<file path="src/alu_cfg_pkg.sv">
/*
 * Word and float format of the arithmetic unit.
 * Float layout: sign, 8-bit two's-complement exponent, 23-bit mantissa,
 * no hidden bit. Every RTL block takes its widths from here.
 */
`default_nettype none

package alu_cfg_pkg;

	// ************************************************************************
	// Widths
	// ************************************************************************

	localparam int WORD_W = 32;  // Operand and result word
	localparam int EXP_W  = 8;   // Signed exponent field
	localparam int MAN_W  = 23;  // Mantissa field, no hidden bit

	// Divisor for NRM and NRM_M
	localparam int NRM_GAIN = 64;

	// ************************************************************************
	// Types
	// ************************************************************************

	typedef logic        [WORD_W-1:0] word_t;
	typedef logic signed [EXP_W-1:0]  exp_t;
	typedef logic        [MAN_W-1:0]  man_t;

	// Exponent given to a normalized zero mantissa
	localparam exp_t EXP_MIN = {1'b1, {(EXP_W-1){1'b0}}};

	// Overlays one word_t, sign in the top bit
	typedef struct packed {
		logic sign;
		exp_t exp;
		man_t man;
	} flt_t;

endpackage

`default_nettype wire

</file>
<file path="src/alu_op_pkg.sv">
/*
 * Opcode encoding and the request and result records of the unit.
 * Opcode numbers follow the processor's instruction set; gaps are illegal.
 */
`default_nettype none

package alu_op_pkg;

	import alu_cfg_pkg::*;

	// Gaps at 7, 14, 18, 21, 22, 26, 28, 33 and 42 return zero
	typedef enum logic [5:0] {
		OP_NOP   = 6'd0,  OP_LOD   = 6'd1,
		OP_ADD   = 6'd2,  OP_F_ADD = 6'd3,
		OP_MLT   = 6'd4,  OP_F_MLT = 6'd5,
		OP_DIV   = 6'd6,  OP_MOD   = 6'd8,
		OP_SGN   = 6'd9,  OP_F_SGN = 6'd10,
		OP_NEG   = 6'd11, OP_NEG_M = 6'd12, OP_F_NEG = 6'd13,
		OP_ABS   = 6'd15, OP_ABS_M = 6'd16, OP_F_ABS = 6'd17,
		OP_PST   = 6'd19, OP_PST_M = 6'd20,
		OP_NRM   = 6'd23, OP_NRM_M = 6'd24,
		OP_I2F   = 6'd25, OP_F2I   = 6'd27,
		OP_AND   = 6'd29, OP_ORR   = 6'd30, OP_XOR   = 6'd31,
		OP_INV   = 6'd32,
		OP_LAN   = 6'd34, OP_LOR   = 6'd35,
		OP_LES   = 6'd36, OP_F_LES = 6'd37,
		OP_GRE   = 6'd38, OP_F_GRE = 6'd39,
		OP_EQU   = 6'd40, OP_LIN   = 6'd41,
		OP_SHL   = 6'd43, OP_SHR   = 6'd44, OP_SRS   = 6'd45
	} alu_op_e;

	// a is the memory operand, b the accumulator
	typedef struct packed {
		alu_op_e op;
		word_t   a;
		word_t   b;
	} alu_req_t;

	typedef struct packed {
		word_t value;
		logic  is_zero;
	} alu_res_t;

	// Result of one unit, valid only for the opcodes it owns
	typedef struct packed {
		logic  valid;
		word_t value;
	} unit_out_t;

	// Float-producing ops whose result goes through normalization
	function automatic logic needs_norm(input alu_op_e op);
		return op inside {OP_I2F, OP_F_ADD, OP_F_MLT};
	endfunction

endpackage

`default_nettype wire

</file>
<file path="src/int_unit.sv">
/*
 * Integer side of the unit: arithmetic, bitwise, logical, compare and shift.
 * Purely combinational. Claims its opcodes through res.valid.
 */
`timescale 1ns/1ps
`default_nettype none

module int_unit (
	input  wire alu_op_pkg::alu_req_t req,
	output alu_op_pkg::unit_out_t     res
);

	import alu_cfg_pkg::*;
	import alu_op_pkg::*;

	// ************************************************************************
	// Helpers shared by the b and a (_M) forms
	// ************************************************************************

	function automatic word_t abs_w(input word_t x);
		return x[WORD_W-1] ? -x : x;
	endfunction

	// Negative values clamp to zero
	function automatic word_t pst_w(input word_t x);
		return x[WORD_W-1] ? '0 : x;
	endfunction

	// Signed division by the fixed gain
	function automatic word_t nrm_w(input word_t x);
		return word_t'(signed'(x) / NRM_GAIN);
	endfunction

	logic signed [WORD_W-1:0] a_s;  // Memory operand
	logic signed [WORD_W-1:0] b_s;  // Accumulator
	logic                     a_nz;
	logic                     b_nz;
	word_t                    sgn_val;

	assign a_s  = req.a;
	assign b_s  = req.b;
	assign a_nz = (req.a != '0);
	assign b_nz = (req.b != '0);

	// b keeps its magnitude, takes the sign relation of a
	assign sgn_val = (req.a[WORD_W-1] == req.b[WORD_W-1]) ? req.b : -req.b;

	// ************************************************************************
	// Result select
	// ************************************************************************

	always_comb begin
		res.valid = 1'b1;
		res.value = '0;
		case (req.op)
			// Pass
			OP_NOP:   res.value = req.b;
			OP_LOD:   res.value = req.a;

			// Arithmetic
			OP_ADD:   res.value = word_t'(a_s + b_s);
			OP_MLT:   res.value = word_t'(a_s * b_s);
			OP_DIV:   res.value = word_t'(a_s / b_s);
			OP_MOD:   res.value = word_t'(a_s % b_s);
			OP_NEG:   res.value = -req.b;
			OP_NEG_M: res.value = -req.a;
			OP_ABS:   res.value = abs_w(req.b);
			OP_ABS_M: res.value = abs_w(req.a);
			OP_PST:   res.value = pst_w(req.b);
			OP_PST_M: res.value = pst_w(req.a);
			OP_SGN:   res.value = sgn_val;
			OP_NRM:   res.value = nrm_w(req.b);
			OP_NRM_M: res.value = nrm_w(req.a);

			// Bitwise
			OP_AND:   res.value = req.a & req.b;
			OP_ORR:   res.value = req.a | req.b;
			OP_XOR:   res.value = req.a ^ req.b;
			OP_INV:   res.value = ~req.b;

			// Logical, 0 or 1
			OP_LAN:   res.value = word_t'(a_nz && b_nz);
			OP_LOR:   res.value = word_t'(a_nz || b_nz);
			OP_LIN:   res.value = word_t'(!b_nz);

			// Signed compares
			OP_LES:   res.value = word_t'(a_s < b_s);
			OP_GRE:   res.value = word_t'(a_s > b_s);
			OP_EQU:   res.value = word_t'(req.a == req.b);

			// Shift amount is b as unsigned
			OP_SHL:   res.value = req.a << req.b;
			OP_SHR:   res.value = req.a >> req.b;
			OP_SRS:   res.value = word_t'(a_s >>> req.b);

			default:  res.valid = 1'b0;  // Float or illegal
		endcase
	end

endmodule

`default_nettype wire

</file>
<file path="config.mk">
export PLATFORM = sky130hd
export DESIGN_NAME = int_unit
export DESIGN_NICKNAME = d
export VERILOG_FILES = /design/src/alu_cfg_pkg.sv /design/src/alu_op_pkg.sv /design/src/int_unit.sv
export SDC_FILE = /design/constraint.sdc
export NUM_CORES = 2
export LEC_CHECK = 0
export ABC_AREA = 1
export BUFFER_PORTS_ARGS = -buffer_cell sky130_fd_sc_hd__buf_4
export CORE_UTILIZATION = 40
export DETAILED_ROUTE_END_ITERATION = 7
export PLACE_DENSITY_LB_ADDON = 0.25
export SETUP_SLACK_MARGIN = 0.3
export SLEW_MARGIN = 20
export SYNTH_ARGS = -nofsm -noshare
export SYNTH_HDL_FRONTEND = slang
export SYNTH_SLANG_ARGS = --single-unit
</file>
<file path="constraint.sdc">
create_clock -name vclk -period 98
set_input_delay 14.7 -clock vclk [all_inputs]
set_output_delay 14.7 -clock vclk [all_outputs]
set_load 0.005 [all_outputs]
</file>
==> impl_results.md <==
* Status: finished with violations
* Failing checks: DRC
* Initial antenna violation count at 24
* Final setup viols at 0
* Crit start category: input port
* Critical-path top delay cell: a311oi_4
* First-pass DRT Iterations at 8
* Synth Area in Adders at 0.289
* Final HPWL DP at around 300,000 um
* Commonest non-fill, non-tap cells in the layout: nand2_1, buf_4, inv_1, ha_1, nor2_1
* Area growth from synthesis to layout at 39.4%
* Initial DRC count at 8,646
* Synth warnings at 0
* Post-Syn Instances at 10,400
* Die height at slightly below 400 um
* Count of hold-fix buffers inserted at cts at 0
* Core area at roughly 150,000 sq um
* Drt drc at 43
* Synth Area in Compound Gates at 0.185
* Max Freq at ~10 MHz
* Crit path DAT at 80.75 ns
* Post-synthesis mux area share at 0.00102
* Largest family of logic cells by synthesized area: simple AND/OR/NAND/NOR gates
* Area of the multi-input gates at roughly 58,000 sq um
* GRT overflow at 0
* Register area share after synthesis at 0
* Setup TNS at 0 ns
* Post-synth cell types at approximately 90
* IO Port Bufs at approximately 100
* Chip width at a little under 400 um
* Vias in the first global route at about 80,000
* Crit-path max FO at 23
* DR vias at between 80,000 and 90,000
* DP Cell Count at approximately 14,000
* Worst path max stage delay at ~0.59 ns
* Commonest non-fill, non-tap cell in the layout: nand2_1
* Register area at 0 sq um
* Row count at ~140
* I/O Pins at 103
* Period minus WS final at 95.45 ns
* Fin. max-slew vios at 0
* Design area at 87,100 sq um
* Placed cell areas at ~81,000 sq um
* Effective utilization at floorplan at 0.404
* DR vias/cell at around 5.7
* Seq_cells at 0
* Routed WL at around 370,000 um
* First-pass GRT wire length at between 500,000 and 600,000 um
* Worst hold path type: in -> out
* Netlist Area Pre-Place at between 60,000 and 70,000 sq um
* Overall die area at approximately 160,000 sq um
* Post-route insts no fill at approximately 15,000
* Placer Congestion at 1.12
* CP Capture Type: output pin
* Max cap viols at 0
* Tot GR Track Use at 0.446
* Final Cycle Share at 0.974
* Fin nets at ~14,000
* Syn Nets at around 12,000
* Synth Area in Simple Gates at 0.313
* Largest net degree at the start of global routing at between 60 and 70
* Actual slew at the worst max-slew pin at ~1.3 ns
* WS Path Type: in -> out
* WL/cell at around 26 um
* Clock buffers at 0
* DRT antenna net count at 0
* Most used cell, CP: nand2_2
* Rel. slew slack at 0.152
* Post-Synth XOR/XNOR Area at 0.0670
* Fin. Hold Viols at 0
* # fillers at approximately 15,000
* Crit path required time at ~83 ns
* Ratio of cells with drive above 1 in the final layout at 0.296
* RSZ-0062 raised after global routing: yes
* Synthesized area per cell at roughly 6 sq um
synth_stat cells, types with 10 or more instances:
cell type,number,area share
a2111oi_0,21,0.0029
a211oi_1,41,0.0049
a21boi_0,26,0.0031
a21o_1,39,0.0047
a21oi_1,666,0.053
a221oi_1,53,0.0074
a311oi_1,10,0.0014
a31oi_1,43,0.0043
and2_1,26,0.0026
buf_1,58,0.0035
buf_2,45,0.0036
buf_4,46,0.0055
buf_6,21,0.0038
clkbuf_1,203,0.012
clkinv_1,33,0.0020
fa_1,410,0.13
ha_1,785,0.16
inv_1,1826,0.11
inv_2,50,0.0030
nand2_1,2785,0.17
nand2_2,68,0.0068
nand2_4,19,0.0034
nand3_1,461,0.037
nand3_2,46,0.0074
nand3b_1,16,0.0019
nand4_1,99,0.0099
nor2_1,679,0.041
nor2_2,22,0.0022
nor2_4,14,0.0025
nor3_1,132,0.011
nor4_1,53,0.0053
o2111ai_1,49,0.0069
o211ai_1,58,0.0070
o21a_1,27,0.0032
o21ai_0,553,0.044
o21ai_1,70,0.0056
o21ai_2,51,0.0072
o21bai_1,42,0.0050
o221ai_1,45,0.0063
o22ai_1,43,0.0043
o311ai_0,11,0.0015
o31ai_1,30,0.0036
or2_2,74,0.0074
xnor2_1,170,0.024
xor2_1,308,0.043
worst max-delay path, delay by kind of cell:
kind	cells	cell delay [ns]
compound gates	147	22.76
xor+xnor	6	0.93
buf+inv	104	9.96
fa+ha+maj	32	8.66
simple gates	234	23.41
metrics by stage:
step	worst slack [ns]	util	hold slack [ns]
2_1_floorplan	1.53	-	29.61
3_3_place_gp	-2.99	0.521	30.02
3_5_place_dp	-4.40	0.521	30.00
4_1_cts	0.321	0.526	30.00
5_1_grt	-1.26	0.563	30.06
6_report	2.55	0.563	30.06
metal layers:
metal  up-vias  GRT usage  share of wire
met5         -          0        0.00018
met4        10      0.320          0.090
met3      1272     0.0985           0.10
met2      4622      0.697           0.43
met1     39700      0.540           0.38
li1      37800          -              -
worst paths after layout:
path                  startpoint  slack (ns)  depth (start not counted)      end
worst max-delay path     req[19]        2.55                        523  res[24]
worst min-delay path     req[64]       30.06                          5  res[32]
what timing repair did:
action,CTS,global route
cloned,2,7
setup endpoints to repair,32,32
resized for setup,152,981
pin swaps,42,443
buffers inserted,20,177
area by class of cell:
cell class / count / area share
multi-input cells: 8145 / 0.667
repair buffers: 2462 / 0.219
inverters: 1918 / 0.0834
well taps: 2044 / 0.0294
diodes: 23 / 0.000661
cell families after synthesis:
kind of cell | Yosys count
multiplexers | 6
buffers and inverters | 2295
AND/OR/NAND/NOR | 4538
AO/OA/AOI/OAI | 1925
XOR/XNOR | 478
adder cells (fa/ha/maj) | 1195
