### src/alu_cfg_pkg.sv
/*
 * Word and float format of the arithmetic unit.
 * Float layout: sign, 8-bit two's-complement exponent, 23-bit mantissa,
 * no hidden bit. Every RTL block takes its widths from here.
 */
`default_nettype none

package alu_cfg_pkg;

	// ************************************************************************
	// Widths
	// ************************************************************************

	localparam int WORD_W = 32;  // Operand and result word
	localparam int EXP_W  = 8;   // Signed exponent field
	localparam int MAN_W  = 23;  // Mantissa field, no hidden bit

	// Divisor for NRM and NRM_M
	localparam int NRM_GAIN = 64;

	// ************************************************************************
	// Types
	// ************************************************************************

	typedef logic        [WORD_W-1:0] word_t;
	typedef logic signed [EXP_W-1:0]  exp_t;
	typedef logic        [MAN_W-1:0]  man_t;

	// Exponent given to a normalized zero mantissa
	localparam exp_t EXP_MIN = {1'b1, {(EXP_W-1){1'b0}}};

	// Overlays one word_t, sign in the top bit
	typedef struct packed {
		logic sign;
		exp_t exp;
		man_t man;
	} flt_t;

endpackage

`default_nettype wire

### src/alu_op_pkg.sv
/*
 * Opcode encoding and the request and result records of the unit.
 * Opcode numbers follow the processor's instruction set; gaps are illegal.
 */
`default_nettype none

package alu_op_pkg;

	import alu_cfg_pkg::*;

	// Gaps at 7, 14, 18, 21, 22, 26, 28, 33 and 42 return zero
	typedef enum logic [5:0] {
		OP_NOP   = 6'd0,  OP_LOD   = 6'd1,
		OP_ADD   = 6'd2,  OP_F_ADD = 6'd3,
		OP_MLT   = 6'd4,  OP_F_MLT = 6'd5,
		OP_DIV   = 6'd6,  OP_MOD   = 6'd8,
		OP_SGN   = 6'd9,  OP_F_SGN = 6'd10,
		OP_NEG   = 6'd11, OP_NEG_M = 6'd12, OP_F_NEG = 6'd13,
		OP_ABS   = 6'd15, OP_ABS_M = 6'd16, OP_F_ABS = 6'd17,
		OP_PST   = 6'd19, OP_PST_M = 6'd20,
		OP_NRM   = 6'd23, OP_NRM_M = 6'd24,
		OP_I2F   = 6'd25, OP_F2I   = 6'd27,
		OP_AND   = 6'd29, OP_ORR   = 6'd30, OP_XOR   = 6'd31,
		OP_INV   = 6'd32,
		OP_LAN   = 6'd34, OP_LOR   = 6'd35,
		OP_LES   = 6'd36, OP_F_LES = 6'd37,
		OP_GRE   = 6'd38, OP_F_GRE = 6'd39,
		OP_EQU   = 6'd40, OP_LIN   = 6'd41,
		OP_SHL   = 6'd43, OP_SHR   = 6'd44, OP_SRS   = 6'd45
	} alu_op_e;

	// a is the memory operand, b the accumulator
	typedef struct packed {
		alu_op_e op;
		word_t   a;
		word_t   b;
	} alu_req_t;

	typedef struct packed {
		word_t value;
		logic  is_zero;
	} alu_res_t;

	// Result of one unit, valid only for the opcodes it owns
	typedef struct packed {
		logic  valid;
		word_t value;
	} unit_out_t;

	// Float-producing ops whose result goes through normalization
	function automatic logic needs_norm(input alu_op_e op);
		return op inside {OP_I2F, OP_F_ADD, OP_F_MLT};
	endfunction

endpackage

`default_nettype wire

### src/float_unit.sv
/*
 * Float side of the unit and the int/float conversions. Combinational.
 * F_ADD, F_MLT and I2F leave unnormalized results; the result stage fixes them.
 */
`timescale 1ns/1ps
`default_nettype none

module float_unit (
	input  wire alu_op_pkg::alu_req_t req,
	output alu_op_pkg::unit_out_t     res
);

	import alu_cfg_pkg::*;
	import alu_op_pkg::*;

	flt_t                     fa;        // a as float
	flt_t                     fb;        // b as float
	logic signed [EXP_W:0]    exp_diff;
	logic        [EXP_W:0]    sh_a;
	logic        [EXP_W:0]    sh_b;
	exp_t                     exp_al;    // Larger of the two exponents
	man_t                     al_a;
	man_t                     al_b;
	logic signed [MAN_W:0]    sm_a;      // Aligned, signed mantissas
	logic signed [MAN_W:0]    sm_b;
	logic signed [MAN_W+1:0]  add_sum;
	logic        [MAN_W+1:0]  add_mag;
	logic        [2*MAN_W-1:0] prod;
	flt_t                     add_f;
	flt_t                     mlt_f;
	flt_t                     i2f_f;
	word_t                    i2f_mag;
	logic signed [WORD_W-1:0] f2i_sm;
	logic        [EXP_W-1:0]  f2i_sh;
	word_t                    f2i_val;

	assign fa = req.a;
	assign fb = req.b;

	// ************************************************************************
	// Exponent alignment for F_ADD, F_LES and F_GRE
	// ************************************************************************

	always_comb begin
		exp_diff = fa.exp - fb.exp;
		if (exp_diff[EXP_W]) begin  // a has the smaller exponent
			sh_a   = -exp_diff;
			sh_b   = '0;
			exp_al = fb.exp;
		end else begin
			sh_a   = '0;
			sh_b   = exp_diff;
			exp_al = fa.exp;
		end
		al_a = fa.man >> sh_a;
		al_b = fb.man >> sh_b;
		sm_a = fa.sign ? -{1'b0, al_a} : {1'b0, al_a};
		sm_b = fb.sign ? -{1'b0, al_b} : {1'b0, al_b};
	end

	// Sum carries one extra bit, so the exponent goes up by one
	always_comb begin
		add_sum    = sm_a + sm_b;
		add_mag    = add_sum[MAN_W+1] ? -add_sum : add_sum;
		add_f.sign = add_sum[MAN_W+1];
		add_f.exp  = exp_al + exp_t'(1);
		add_f.man  = add_mag[MAN_W:1];
	end

	// Top half of the mantissa product
	always_comb begin
		prod       = fa.man * fb.man;
		mlt_f.sign = fa.sign ^ fb.sign;
		mlt_f.exp  = exp_t'(fa.exp + fb.exp + MAN_W);
		mlt_f.man  = prod[2*MAN_W-1:MAN_W];
	end

	// ************************************************************************
	// Conversions
	// ************************************************************************

	// Integer assumed to fit the mantissa range, sign taken at its top bit
	always_comb begin
		i2f_f.sign = req.b[MAN_W-1];
		i2f_mag    = i2f_f.sign ? -req.b : req.b;
		i2f_f.exp  = '0;
		i2f_f.man  = i2f_mag[MAN_W-1:0];
	end

	always_comb begin
		f2i_sm = fb.sign ? -signed'(word_t'(fb.man)) : signed'(word_t'(fb.man));
		f2i_sh = fb.exp[EXP_W-1] ? -fb.exp : fb.exp;
		if (fb.exp[EXP_W-1])
			f2i_val = word_t'(f2i_sm >>> f2i_sh);  // Negative exponent
		else
			f2i_val = word_t'(f2i_sm << f2i_sh);
	end

	// ************************************************************************
	// Result select
	// ************************************************************************

	always_comb begin
		res.valid = 1'b1;
		res.value = '0;
		case (req.op)
			OP_F_ADD: res.value = add_f;
			OP_F_MLT: res.value = mlt_f;
			OP_F_NEG: res.value = {~fb.sign, fb.exp, fb.man};
			OP_F_ABS: res.value = {1'b0, fb.exp, fb.man};
			OP_F_SGN: res.value = {fa.sign, fb.exp, fb.man};
			OP_F_LES: res.value = word_t'(sm_a < sm_b);
			OP_F_GRE: res.value = word_t'(sm_a > sm_b);
			OP_I2F:   res.value = i2f_f;
			OP_F2I:   res.value = f2i_val;
			default:  res.valid = 1'b0;
		endcase
	end

endmodule

`default_nettype wire

### config.mk
export PLATFORM = sky130hd
export DESIGN_NAME = float_unit
export DESIGN_NICKNAME = d
export VERILOG_FILES = /design/src/alu_cfg_pkg.sv /design/src/alu_op_pkg.sv /design/src/float_unit.sv
export SDC_FILE = /design/constraint.sdc
export NUM_CORES = 2
export LEC_CHECK = 0
export BUFFER_PORTS_ARGS = -buffer_cell sky130_fd_sc_hd__buf_2
export CAP_MARGIN = 5
export CELL_PAD_IN_SITES_DETAIL_PLACEMENT = 1
export CELL_PAD_IN_SITES_GLOBAL_PLACEMENT = 1
export CORE_ASPECT_RATIO = 1.75
export CORE_UTILIZATION = 34
export DETAILED_ROUTE_END_ITERATION = 10
export PLACE_DENSITY = 0.72
export SYNTH_ARGS = -nofsm -noshare
export SYNTH_HDL_FRONTEND = slang
export SYNTH_SLANG_ARGS = --single-unit
### constraint.sdc
create_clock -name vclk -period 22.8
set_input_delay 3.42 -clock vclk [all_inputs]
set_output_delay 3.42 -clock vclk [all_outputs]
set_load 0.1 [all_outputs]
==> impl_metrics.json <==
{
  "fin_crit_sh": 0.751,
  "syn_to_final_growth_pct": 5.30,
  "synth-xor-area-share": 0.0434,
  "buffer_ports.inserted": 103,
  "hold_class": "primary input to primary output",
  "crit_required_ns": 19.38,
  "avgSynthCellArea_sq_um": 7.35,
  "num-fill-cells": 10700,
  "nets": 4669,
  "drive_gt1_frac": 0.0695,
  "pin_count": 103,
  "whs_endpoint": "res[32]",
  "yosys.area_share.simple": 0.210,
  "chipHeight_um": 392,
  "synth_warnings": 0,
  "critPathArrivalTime_ns": 13.71,
  "grt_remaining_overflow": 0,
  "post_cts_resize_count": 0,
  "route.vias.total": 30800,
  "finalNonFillerCells": 5068,
  "critPathKind": "primary input to primary output",
  "setup_tns_ns": 0,
  "dp_hpwl_mm": 108,
  "hold_start": "req[69]",
  "relSlewSlack": 0.229,
  "synth_top_family_by_area": "adder cells",
  "slowest_delay_ns": 0.71,
  "rsz0062_at_grt": "no",
  "syn-num-nets": 4764,
  "layout_setup_ws_ns": 5.67,
  "synth.distinct_cells": 99,
  "seq_area_sq_um": 0,
  "track_usage": 0.318,
  "hold_viol_final": 0,
  "via_per_inst": 6.08,
  "worst-slew-pin-transition_ns": 1.14,
  "outcome": "completed",
  "nFlopsAndLatches": 0,
  "place_congestion": 1.01,
  "drc_errors": 0,
  "cap_viol_max_count": 0,
  "multi_input_area_sq_mm": 0.0264,
  "grt_max_degree": 61,
  "synthesis.area_sq_mm": 0.0295,
  "fmax_mhz": 58.4,
  "yosysSeqAreaShare": 0,
  "grt_pass1_vias": 33700,
  "final_common_cell": "nand2_1",
  "drt_iter0_markers": 2296,
  "initial_core_util": 0.344,
  "slew_violations": 0,
  "worst_setup_path_end_kind": "primary output",
  "period_minus_slack_ns": 17.13,
  "ctsHoldBuffers": 0,
  "routed_wl_mm": 139,
  "antenna_found_initial": 5,
  "postRouteAntennaNets": 0,
  "rows": 142,
  "synthAdderAreaFrac": 0.402,
  "clkbuf_count": 0,
  "muxShareOfSynthArea": 0.0298,
  "grt_pass1_wl_mm": 209,
  "syn_inst": 4010,
  "dieArea_sq_mm": 0.0879,
  "holdPathStages": 3,
  "worst-path-max-fanout": 52,
  "die_w_um": 225,
  "dp_cells": 5065,
  "drt_pre_antenna_iters": 6,
  "path_delay_family": "compound AO/OA/AOI/OAI gates",
  "critPathSlowestCell": "a21oi_2",
  "final_cell_mix": "nand2_1, inv_1, fa_1",
  "synth-compound-area-share": 0.207,
  "path_buf_inv": 6,
  "wl_per_cell_um": 27.4,
  "cts_setup_buffers": 0,
  "cp-start-kind": "primary input",
  "setup_viol": 0,
  "place_ws_ns": 5.84,
  "coreArea_sq_mm": 0.0858
}
## Yosys cell counts (all sizes together), types with 28 or more instances
cell	number	area share
nand2	628	0.080
inv	548	0.070
fa	439	0.30
ha	245	0.10
a21oi	244	0.042
clkbuf	222	0.028
nor2	210	0.027
o21ai	208	0.035
and2	141	0.030
nor3	95	0.016
xnor2	87	0.026
nand3	80	0.014
buf	62	0.0099
o211ai	60	0.016
xor2	59	0.018
mux2i	51	0.017
a31oi	47	0.010
a211oi	39	0.0099
nand4	32	0.0068
nand2b	31	0.0068
o31ai	28	0.0073
## how the worst max path moves through the flow
stage / startpoint / end / slack, ns / cells after the start
2_1_floorplan: req[23] / res[11] / 6.23 / 35
3_3_place_gp: req[23] / res[19] / 5.83 / 34
3_5_place_dp: req[23] / res[19] / 5.84 / 34
4_1_cts: req[23] / res[19] / 5.84 / 34
5_1_grt: req[23] / res[19] / 4.96 / 34
6_report: req[23] / res[19] / 5.67 / 34
## worst min-delay path, stage by stage
cell     delay (ns)
buf_2          0.15
o21ai_0        0.10
buf_2          0.29
## kinds of logic after synthesis
family | count (synthesis)
simple gates | 1342
compound gates | 926
fa+ha+maj | 685
mux | 77
xor+xnor | 146
buf+inv | 834
## area by class of cell
type / count / area share
Multi-Input combinational cell: 3176 / 0.850
Inverter: 550 / 0.0665
Tap cell: 1152 / 0.0464
Timing Repair Buffer: 187 / 0.0369
Antenna cell: 3 / 0.000242
## through the flow
| stage | util | area, sq um | hold WS [ns] |
|---|---|---|---|
| final | 0.362 | 31000 | 7.38 |
| after CTS | 0.362 | 31000 | 7.38 |
| after floorplan | - | 29500 | 7.57 |
| after global routing | 0.362 | 31000 | 7.41 |
| after global placement | 0.362 | 31000 | 7.37 |
| after detailed placement | 0.362 | 31000 | 7.37 |
## per-layer routing
layer | GRT usage | vias to the layer above | share of wire
met2 | 0.573 | 1379 | 0.50
met1 | 0.335 | 15700 | 0.34
met3 | 0.0359 | 543 | 0.058
met4 | 0.245 | 2 | 0.094
met5 | 0 | - | 0.000079
li1 | - | 13200 | -
Power is not shown: default switching activity piles up to over one toggle a cycle in this logic, so the estimate is an artifact.
