===== src/alu_cfg_pkg.sv =====
/*
 * Word and float format of the arithmetic unit.
 * Float layout: sign, 8-bit two's-complement exponent, 23-bit mantissa,
 * no hidden bit. Every RTL block takes its widths from here.
 */
`default_nettype none

package alu_cfg_pkg;

	// ************************************************************************
	// Widths
	// ************************************************************************

	localparam int WORD_W = 32;  // Operand and result word
	localparam int EXP_W  = 8;   // Signed exponent field
	localparam int MAN_W  = 23;  // Mantissa field, no hidden bit

	// Divisor for NRM and NRM_M
	localparam int NRM_GAIN = 64;

	// ************************************************************************
	// Types
	// ************************************************************************

	typedef logic        [WORD_W-1:0] word_t;
	typedef logic signed [EXP_W-1:0]  exp_t;
	typedef logic        [MAN_W-1:0]  man_t;

	// Exponent given to a normalized zero mantissa
	localparam exp_t EXP_MIN = {1'b1, {(EXP_W-1){1'b0}}};

	// Overlays one word_t, sign in the top bit
	typedef struct packed {
		logic sign;
		exp_t exp;
		man_t man;
	} flt_t;

endpackage

`default_nettype wire


===== src/alu_op_pkg.sv =====
/*
 * Opcode encoding and the request and result records of the unit.
 * Opcode numbers follow the processor's instruction set; gaps are illegal.
 */
`default_nettype none

package alu_op_pkg;

	import alu_cfg_pkg::*;

	// Gaps at 7, 14, 18, 21, 22, 26, 28, 33 and 42 return zero
	typedef enum logic [5:0] {
		OP_NOP   = 6'd0,  OP_LOD   = 6'd1,
		OP_ADD   = 6'd2,  OP_F_ADD = 6'd3,
		OP_MLT   = 6'd4,  OP_F_MLT = 6'd5,
		OP_DIV   = 6'd6,  OP_MOD   = 6'd8,
		OP_SGN   = 6'd9,  OP_F_SGN = 6'd10,
		OP_NEG   = 6'd11, OP_NEG_M = 6'd12, OP_F_NEG = 6'd13,
		OP_ABS   = 6'd15, OP_ABS_M = 6'd16, OP_F_ABS = 6'd17,
		OP_PST   = 6'd19, OP_PST_M = 6'd20,
		OP_NRM   = 6'd23, OP_NRM_M = 6'd24,
		OP_I2F   = 6'd25, OP_F2I   = 6'd27,
		OP_AND   = 6'd29, OP_ORR   = 6'd30, OP_XOR   = 6'd31,
		OP_INV   = 6'd32,
		OP_LAN   = 6'd34, OP_LOR   = 6'd35,
		OP_LES   = 6'd36, OP_F_LES = 6'd37,
		OP_GRE   = 6'd38, OP_F_GRE = 6'd39,
		OP_EQU   = 6'd40, OP_LIN   = 6'd41,
		OP_SHL   = 6'd43, OP_SHR   = 6'd44, OP_SRS   = 6'd45
	} alu_op_e;

	// a is the memory operand, b the accumulator
	typedef struct packed {
		alu_op_e op;
		word_t   a;
		word_t   b;
	} alu_req_t;

	typedef struct packed {
		word_t value;
		logic  is_zero;
	} alu_res_t;

	// Result of one unit, valid only for the opcodes it owns
	typedef struct packed {
		logic  valid;
		word_t value;
	} unit_out_t;

	// Float-producing ops whose result goes through normalization
	function automatic logic needs_norm(input alu_op_e op);
		return op inside {OP_I2F, OP_F_ADD, OP_F_MLT};
	endfunction

endpackage

`default_nettype wire


===== src/result_stage.sv =====
/*
 * Picks the owning unit's result, normalizes float-producing results
 * and registers value, zero flag and valid. One cycle of latency.
 */
`timescale 1ns/1ps
`default_nettype none

module result_stage (
	input  wire                         clk,
	input  wire                         rst_n,
	input  wire alu_op_pkg::alu_op_e    op,
	input  wire                         in_valid,
	input  wire alu_op_pkg::unit_out_t  int_res,
	input  wire alu_op_pkg::unit_out_t  flt_res,
	output alu_op_pkg::alu_res_t        res,
	output logic                        out_valid
);

	import alu_cfg_pkg::*;
	import alu_op_pkg::*;

	word_t            sel_value;
	flt_t             raw_f;
	flt_t             norm_f;
	logic [EXP_W-1:0] lead;         // Leading zeros of the mantissa
	word_t            final_value;

	// Zero when neither unit claims the opcode
	always_comb begin
		if (int_res.valid)
			sel_value = int_res.value;
		else if (flt_res.valid)
			sel_value = flt_res.value;
		else
			sel_value = '0;
	end

	assign raw_f = sel_value;

	// ************************************************************************
	// Normalization
	// ************************************************************************

	// Highest set bit wins, so the last hit in the scan sets the count
	always_comb begin
		lead = '0;
		for (int i = 0; i < MAN_W; i++) begin
			if (raw_f.man[i])
				lead = EXP_W'(MAN_W - 1 - i);
		end
		norm_f.sign = raw_f.sign;
		norm_f.man  = raw_f.man << lead;
		if (raw_f.man == '0)
			norm_f.exp = EXP_MIN;
		else
			norm_f.exp = raw_f.exp - exp_t'(lead);  // Wraps like the exponent field
	end

	assign final_value = needs_norm(op) ? word_t'(norm_f) : sel_value;

	// ************************************************************************
	// Output register
	// ************************************************************************

	always_ff @(posedge clk) begin
		if (!rst_n) begin
			res       <= '0;
			out_valid <= 1'b0;
		end else begin
			out_valid <= in_valid;
			if (in_valid) begin
				res.value   <= final_value;
				res.is_zero <= (final_value == '0);
			end
		end
	end

endmodule

`default_nettype wire


===== config.mk =====
export PLATFORM = sky130hd
export DESIGN_NAME = result_stage
export DESIGN_NICKNAME = d
export VERILOG_FILES = /design/src/alu_cfg_pkg.sv /design/src/alu_op_pkg.sv /design/src/result_stage.sv
export SDC_FILE = /design/constraint.sdc
export NUM_CORES = 1
export LEC_CHECK = 0
export BUFFER_PORTS_ARGS = -buffer_cell sky130_fd_sc_hd__buf_4
export CAP_MARGIN = 10
export CORE_AREA = 2 2 94 96
export DETAILED_ROUTE_END_ITERATION = 8
export DIE_AREA = 0 0 96 98
export PLACE_DENSITY = 0.77
export SKIP_CTS_REPAIR_TIMING = 1
export SYNTH_ARGS = -nofsm -noshare
export SYNTH_HDL_FRONTEND = slang
export SYNTH_SLANG_ARGS = --single-unit

===== constraint.sdc =====
create_clock -name clk -period 5.1 [get_ports clk]
set_input_delay 1.02 -clock clk [delete_from_list [all_inputs] [get_ports clk]]
set_output_delay 1.02 -clock clk [all_outputs]
set_load 0.05 [all_outputs]

==> out/results.tsv, run 1 <==
metric	value	unit
status	complete, no violations	
slew_viol_final	0	
p_leak	0.00215	uW
relSlewSlack	0.255	
synth.yosys.seq_area_share	0.169	
clock_sinks	34	
viasPerCell	6.63	
max_freq	210	MHz
cts_made_buffers	5	
hp-class	flip-flop to flip-flop	
final_nets	766	
grt_max_degree	48	
fp.dieW	96	um
path_class	input port to flip-flop	
ys.flop_type	dfxtp_1	
power.density	218	mW/mm^2
synthArstFlopShare	0	
syn_inst	572	
grt_pass1_vias	4854	
avgSynthCellArea	7.03	sq um
syn_area	0.00402	sq mm
root_buffer	clkbuf_8	
numPortBuffers	108	
clock_latency	280	ps
fin_crit_sh	0.934	
end_kind	flip-flop	
clk_pin_slew_worst_paths	60	ps
overflow	0	
antenna_found_initial	0	
firstDrtPassIters	6	
yosys_register_bits	34	
wirelength	15900	um
hold_depth	2	
irDropWorstVdd	0.0000954	V
die-area	0.00941	sq mm
h-tree-depth	2	
core	0.00847	sq mm
dr.first_iter.drc_count	504	
rsz0062_at_grt	no	
setup_tns	0	ps
cts_buffer_depth	2	
syn-num-nets	653	
ant_nets	0	
grt_usage	0.333	
min_to	res[21]$_SDFFE_PN0P_	
ys_warn_count	0	
area_growth	29.2	%
cp.required	5290	ps
nFillCells	776	
ff2ff_setup_slack	4270	ps
fin_skew	0	ps
tritoncts	yes	
initial_core_util	0.475	
arrival	4960	ps
whs	478	ps
start_kind	input port	
gp_congestion	1.02	
diodes	0	
min_period	4760	ps
dpl.hpwl	12800	um
tightest_slew	1110	ps
hold_violations	0	
timing.rr.end	res[16]$_SDFFE_PN0P_	
rows	34	
synth_cell_types	73	
worstHoldStart	res[21]$_SDFFE_PN0P_	
drc_errors	0	
setup_viol	0	
r2r-start	res[16]$_SDFFE_PN0P_	
synth_edf_count	0	
rr_worst_depth	2	
max_cap_viol_count	0	
path_max_fanout	47	
wl_per_cell	20.1	um
vias	5250	
num_io_pins	109	
fp.dieH	98	um
drive_gt1_frac	0.259	
grt_pass1_wl	25000	um
## cell type report
class | count | area [sq um] | share of cell area
Sequential cell | 34 | 681 | 0.131
Clock buffer | 6 | 82.6 | 0.0159
Multi-Input combinational cell | 481 | 3090 | 0.596
Timing Repair Buffer | 150 | 1150 | 0.222
Inverter | 13 | 48.8 | 0.00940
Tap cell | 108 | 135 | 0.0260
## through the flow
stage	utilization	instance area [sq um]	total power [uW]	worst slack, ps	std cells
global placement	0.602	5090	919	182	785
CTS	0.611	5180	1120	273	791
global route	0.613	5190	1200	1.78	792
detailed placement	0.602	5090	928	32.2	785
floorplan	-	4020	714	86.0	572
finish	0.613	5190	1130	337	792
## metal layers
layer	share of wire	vias up	GRT usage
met3	0.090	53	0.0332
met4	0.042	0	0.136
li1	-	2463	-
met1	0.41	2375	0.455
met2	0.46	359	0.532
met5	0	-	0
## critical path: stages
cell and delay, ps:
buf_4 140, buf_12 180, o21ai_0 200, o221a_2 290
or2_1 190, a21o_1 170, o31ai_4 90, inv_2 70
ha_1 160, inv_1 60, fa_1 460, nand2_1 80
nand2_1 60, a21o_1 210, a211oi_1 300, mux2i_1 120
a21oi_1 200, and3_1 180, nand4_1 90, nor4b_1 350
nand4_1 140, o31ai_1 200
## flip-flops by register name, summed over array words and instances, names as in the netlist
name       cells
out_valid      1
res           33
## cell usage in the layout (no fill, tap or decap), types with 3 or more instances in the layout
cell type,count
dfxtp_1,34
o21ai_0,54
nand4_1,7
a22o_1,16
nor4b_1,3
nor2_1,73
nor4_1,10
nor2b_1,3
a221oi_1,8
o211a_1,3
inv_1,10
clkbuf_8,6
nand3_1,9
o21a_1,5
a21oi_1,28
o211ai_1,10
buf_4,148
o31ai_1,5
a211o_1,3
a22oi_1,23
and3_1,3
a32oi_1,3
a2111oi_0,3
o21ai_1,7
nand2_1,42
a31oi_1,7
nor3_1,25
mux2i_1,22
o311ai_0,3
ha_1,5
o22ai_1,4
a21o_1,6
a211oi_1,29
a311oi_1,4
and2_1,5
or2_2,4
## cell families after synthesis
| group | Yosys count | synth area share |
|---|---|---|
| AOI/OAI and AO/OA | 248 | 0.442 |
| and+or+nand+nor | 201 | 0.238 |
| buffers and inverters | 57 | 0.0657 |
| DFF | 34 | 0.169 |
| muxes | 23 | 0.0576 |
| adders and majority gates | 6 | 0.0205 |
| xor gates and xnor gates | 3 | 0.00654 |
## cells in the mapped netlist, drive strengths merged, types with 3 or more instances
master   instances  area, sq um
mux2i           22          220
nand3            9         45.0
buf             16          110
a211oi          31          258
nor4b            3         26.3
o211a            3         30.0
a32oi            3         26.3
a311oi           4         35.0
ha               5         62.6
and2             5         31.3
nand4            7         43.8
clkbuf          28          105
nor2            74          280
dfxtp           34          681
nor3            26          135
a21o             6         45.0
o31ai            6         58.8
a2111oi          3         26.3
a211o            3         26.3
a22oi           24          185
o22ai            4         25.0
o311ai           6         52.6
a31oi            7         43.8
or2              7         43.8
nor4            10         62.6
inv             12         45.1
a221oi           8         70.1
and3             3         18.8
o211ai          10         75.1
nand2           42          158
o21a             5         37.5
o21ai           61          305
nand2b           3         18.8
nor2b            4         25.0
a22o            16          140
a21oi           28          140
## power breakdown
part / internal (uW) / switching [uW] / leakage, uW / total [uW]
clock: 104 / 84.5 / 0.0000431 / 188
combinational: 240 / 409 / 0.00182 / 649
sequential: 284 / 9.34 / 0.000281 / 293
total: 628 / 503 / 0.00215 / 1130
## how the worst max path moves through the flow
| stage | cells past startpoint | end | from |
|---|---|---|---|
| 4_1_cts | 22 | res[0]$_SDFFE_PN0P_ | flt_res[32] |
| 6_report | 22 | res[0]$_SDFFE_PN0P_ | int_res[32] |
| 5_1_grt | 23 | res[0]$_SDFFE_PN0P_ | int_res[32] |
| 2_1_floorplan | 23 | res[0]$_SDFFE_PN0P_ | flt_res[32] |
| 3_3_place_gp | 22 | res[0]$_SDFFE_PN0P_ | flt_res[32] |
| 3_5_place_dp | 22 | res[0]$_SDFFE_PN0P_ | flt_res[32] |
Note: power is estimated with default switching activity, not from simulation.
==> run 2, diff against run 1 <==
BUFFER_PORTS_ARGS = unset   (was -buffer_cell sky130_fd_sc_hd__buf_4)
CORE_AREA = 2 2 89 91   (was 2 2 94 96)
DIE_AREA = 0 0 91 93   (was 0 0 96 98)
DONT_BUFFER_PORTS = 1   (was unset)
PLACE_DENSITY = 0.72   (was 0.77)
==> run 2 against run 1 <==
  * Cell count down 16%
  * Sequential share of layout area increased by 2.8 points
  * Hold slack better by 250 ps
  * Global-route usage up 1.5 points
  * Fmax is 1.3% higher
  * First-iteration DRC count is 11% higher
  * Largest power group unchanged
==> out/results.tsv, run 2 (same netlist as run 1, synthesis figures left out) <==
metric	value	unit
status	complete, no violations	
path_max_fanout	11	
top_register	res	
clk_pin_slew_worst_paths	70	ps
final_nets	644	
clock_latency	280	ps
irDropWorstVdd	0.000112	V
wirelength	15200	um
h-tree-depth	2	
firstDrtPassIters	5	
drc_errors	0	
relSlewSlack	0.285	
nFillCells	747	
fin_crit_sh	0.922	
final_cell_mix	nor2_1 (73), o21ai_0 (54), nand2_1 (42), dfxtp_1 (34), a211oi_1 (29)	
largest_reg_flops	33	
grt_usage	0.348	
numPortBuffers	0	
power.density	263	mW/mm^2
hold_violations	0	
tightest_slew	1060	ps
fp.dieH	93	um
gp_congestion	1.10	
min_period	4700	ps
vias	4850	
wl_per_cell	22.8	um
root_buffer	clkbuf_8	
end_kind	flip-flop	
max_freq	213	MHz
met1_length	5990	um
p_total	1130	uW
start_kind	input port	
grt_pass1_vias	4582	
area_growth	6.72	%
overflow	0	
fp.dieW	91	um
rsz0062_at_grt	no	
drive_gt1_frac	0.0975	
fin_util	0.570	
p_leak	0.00156	uW
cp.required	5300	ps
fin_skew	0	ps
hp-class	flip-flop to flip-flop	
setup_tns	0	ps
core	0.00753	sq mm
arrival	4900	ps
dr.first_iter.drc_count	557	
setup_viol	0	
rows	32	
largest_registers	res x33, out_valid x1	
grt_pass1_wl	23900	um
initial_core_util	0.534	
final_common_cell	nor2_1	
grt_max_degree	71	
diodes	0	
slew_viol_final	0	
num_io_pins	109	
cts_made_buffers	5	
tritoncts	yes	
viasPerCell	7.28	
max_cap_viol_count	0	
dpl.hpwl	11900	um
seq_area	681	sq um
wl_met2	6850	um
cts_buffer_depth	2	
antenna_found_initial	0	
die-area	0.00846	sq mm
clock_sinks	34	
multiInputGateArea	0.00309	sq mm
ant_nets	0	
path_class	input port to flip-flop	
topRoutingLayerUsed	met4	
wl_met3	1750	um
## run 2: worst paths after layout
path,from,end,slack (ps),cells after the start
worst max register to register,res[22]$_SDFFE_PN0P_,res[22]$_SDFFE_PN0P_,4010,2
worst min register to register,res[7]$_SDFFE_PN0P_,res[7]$_SDFFE_PN0P_,730,2
worst max-delay path,flt_res[32],res[0]$_SDFFE_PN0P_,400,20
worst min-delay path,res[7]$_SDFFE_PN0P_,res[7]$_SDFFE_PN0P_,730,2
## run 2: power by group
part	internal (uW)	switching, uW
clock network	196	97.4
logic	171	307
registers	283	73.9
total	650	478
## run 2: layer usage
| metal | up-vias | GRT usage |
|---|---|---|
| li1 | 2213 | - |
| met1 | 2230 | 0.446 |
| met5 | - | 0 |
| met2 | 349 | 0.569 |
| met3 | 58 | 0.0741 |
| met4 | 0 | 0.146 |
## run 2: area by class of cell
cell class / instances / area share
tap: 102 / 0.0297
multi-input combinational: 481 / 0.719
inverter: 13 / 0.0114
clock inverter: 3 / 0.0160
sequential: 34 / 0.159
clock buffer: 5 / 0.0160
timing repair buffer: 28 / 0.0490
## run 2: per-stage QoR
stage	cell area, sq um	setup WS, ps	hold WS (ps)	std cells
2_1_floorplan	4020	86.0	690	572
3_3_place_gp	4150	332	711	658
3_5_place_dp	4150	137	723	658
4_1_cts	4290	390	734	666
5_1_grt	4290	30.2	756	666
6_report	4290	400	728	666
## run 2: worst max-delay path, cell delays in order
cell and delay [ps]:
nor2b_2 200, a22oi_1 340, o211a_1 250, o2111a_1 330, o31ai_4 110, inv_2 70, ha_1 160, inv_1 60
fa_1 450, nand2_1 80, nand2_1 50, a21o_1 200, a211oi_1 300, mux2i_1 130, a21oi_1 210, and3_1 190
nand4_1 110, nor4b_1 290, nand4_1 130, o31ai_1 200
==> run 3, diff against run 2 <==
ABC_AREA = 1   (was unset)
CORE_AREA = 2 2 86 88   (was 2 2 89 91)
DIE_AREA = 0 0 88 90   (was 0 0 91 93)
PLACE_DENSITY = 0.71   (was 0.72)
clock period = 3.85 ns   (was 5.1 ns; I/O delays follow)
==> run 3 against run 2 <==
  * Via count shrank 8.8%
  * Critical path type unchanged
  * Register-to-register slack got worse by 1200 ps
  * Synthesized area down 7.4%
  * Hold slack got worse by 150 ps
  * Critical path depth increased by 13
  * The run now ends with setup timing left
  * Utilization rose by 9.1 points
  * Largest power group unchanged
  * Non-clock buffer count grew 58
  * Sequential share of layout area fell by 1.2 points
  * First-iteration DRC count down 44%
  * Combinational power rose by 32%
  * Synthesized cell count grew 11%
==> out/results.tsv, run 3 <==
metric	value	unit
relSlewSlack	0.568	
slowest_delay	380	ps
numPortBuffers	0	
crit_family	simple AND/OR/NAND/NOR gates	
diodes	0	
crit_slowest_cell	fa_2	
critPathBufInv	5	
fin_crit_sh	1.17	
wl_per_cell	15.6	um
slew_viol_final	0	
fin_skew	0	ps
area_growth	24.7	%
setup_viol	1	
syn_area	0.00372	sq mm
synth_edf_count	0	
hold_depth	1	
path_class	input port to flip-flop	
grt_util_met2	0.539	
die-area	0.00792	sq mm
vias	4425	
firstDrtPassIters	5	
p_leak	0.00241	uW
final_nets	774	
cts_buffer_depth	2	
whs	574	ps
power.density	325	mW/mm^2
yosys-top-cells-area	dfxtp_1 (18%), nand2_1 (18%), nand3_1 (13%)	
grt_pass1_vias	4143	
syn-num-nets	717	
seq_area	681	sq um
p_comb_frac	0.417	
drive_gt1_frac	0.239	
grt_pass1_wl	19600	um
path_common_cell	nand2_1	
synth_cell_types	46	
r2r-start	res[2]$_SDFFE_PN0P_	
max_freq	223	MHz
synth_common_cells	nand2_1 (178), nand3_1 (95), nor2_1 (62)	
clockPowerShare	0.264	
yosysTopAreaCell	dfxtp_1	
grt_max_degree	54	
clk_pin_slew_worst_paths	70	ps
grt_busiest_layer	met2	
h-tree-depth	2	
tightest_slew	646	ps
synth.yosys.seq_area_share	0.183	
nFillCells	679	
ff2ff_setup_slack	2790	ps
violations	setup timing	
path_max_fanout	35	
clock_sinks	34	
viasPerCell	5.58	
power.internal	896	uW
fp.dieH	90	um
tritoncts	yes	
yosys_register_bits	34	
rows	31	
min_period	4490	ps
irDropWorstVdd	0.000243	V
top_register	res	
dr.first_iter.drc_count	312	
hp-class	input port to flip-flop	
grt_use_met1	0.383	
end_kind	flip-flop	
worstHoldStart	in_valid	
fp.dieW	88	um
setup_tns	-640	ps
synthArstFlopShare	0	
gp_congestion	0.896	
grt_usage	0.309	
multiInputGateArea	0.00272	sq mm
final_common_cell	nand2_1	
syn_inst	636	
max_cap_viol_count	0	
initial_core_util	0.530	
synth_top_cell_area_share	0.183	
start_kind	input port	
met3_usage	0.0606	
clock_latency	290	ps
largest_registers	res x33, out_valid x1	
ys.flop_type	dfxtp_1	
setup_ws	-640	ps
wirelength	12400	um
net-switching-power	611	uW
cp.required	4070	ps
status	complete, but fails checks	
avgSynthCellArea	5.85	sq um
synth.most_common_cell	nand2_1	
ant_nets	0	
core	0.00702	sq mm
seqPwrFrac	0.319	
rsz0062_at_grt	yes	
antenna_found_initial	0	
final_cell_mix	nand2_1 (171), nand3_1 (92), buf_4 (83), nor2_1 (60), inv_1 (53)	
num_io_pins	109	
cts_made_buffers	5	
drc_errors	0	
ys_warn_count	0	
timing.rr.end	res[2]$_SDFFE_PN0P_	
hold_violations	0	
root_buffer	clkbuf_8	
overflow	0	
rr_worst_depth	4	
p_sw_frac	0.406	
arrival	4710	ps
min_to	res[19]$_SDFFE_PN0P_	
largest_reg_flops	33	
dpl.hpwl	9580	um
-- run 3: cell count changes after synthesis, sizes merged, moves of 9 or more --
cell | before | now
a211oi | 31 | 2
a21oi | 28 | 16
a22o | 16 | 7
inv | 12 | 71
mux2i | 22 | 0
nand2 | 42 | 182
nand3 | 9 | 96
nor3 | 26 | 6
nor4 | 10 | 0
o211ai | 10 | 20
o21ai | 61 | 33
-- run 3: cells by family after synthesis --
group           count (synthesis)  share of synthesized area
compound gates                112                      0.227
xor+xnor                        2                    0.00471
fa+ha+maj                       6                     0.0222
buf+inv                       109                      0.125
flops                          34                      0.183
simple gates                  373                      0.438
-- run 3: power by group through the flow --
stage	logic, uW	registers [uW]	clock network [uW]
final	629	482	397
after CTS	595	482	397
after floorplan	423	485	0
after detailed placement	592	490	0
after global placement	589	489	0
after global routing	699	484	417
-- run 3: area by class of cell --
type / instances / area share
clock buffer: 5 / 0.0148
clock inverter: 3 / 0.0148
inverter: 73 / 0.0668
multi-input combinational: 493 / 0.585
sequential: 34 / 0.147
tap: 99 / 0.0267
timing repair buffer: 86 / 0.145
-- run 3: per-stage QoR --
step / instances / power [uW] / worst slack, ps / area (sq um) / util
6_report: 793 / 1510 / -640 / 4640 / 0.661
3_5_place_dp: 779 / 1080 / -911 / 4320 / 0.615
5_1_grt: 793 / 1600 / -1000 / 4640 / 0.661
4_1_cts: 787 / 1470 / -639 / 4460 / 0.635
2_1_floorplan: 636 / 907 / -755 / 3780 / -
3_3_place_gp: 779 / 1080 / -773 / 4320 / 0.615
-- run 3: worst max-delay path by stage --
stage / startpoint / to / slack [ps] / cells after the start
2_1_floorplan: int_res[32] / res[0]$_SDFFE_PN0P_ / -760 / 48
3_3_place_gp: flt_res[32] / res[0]$_SDFFE_PN0P_ / -770 / 44
3_5_place_dp: flt_res[32] / res[0]$_SDFFE_PN0P_ / -910 / 44
4_1_cts: flt_res[32] / res[0]$_SDFFE_PN0P_ / -640 / 44
5_1_grt: flt_res[3] / res[0]$_SDFFE_PN0P_ / -1000 / 44
6_report: int_res[32] / res[0]$_SDFFE_PN0P_ / -640 / 33
-- run 3: layer usage --
| layer | wire length, um | vias to the layer above |
|---|---|---|
| li1 | - | 2244 |
| met1 | 5100 | 1981 |
| met2 | 6220 | 176 |
| met3 | 764 | 24 |
| met4 | 282 | 0 |
| met5 | 0 | - |
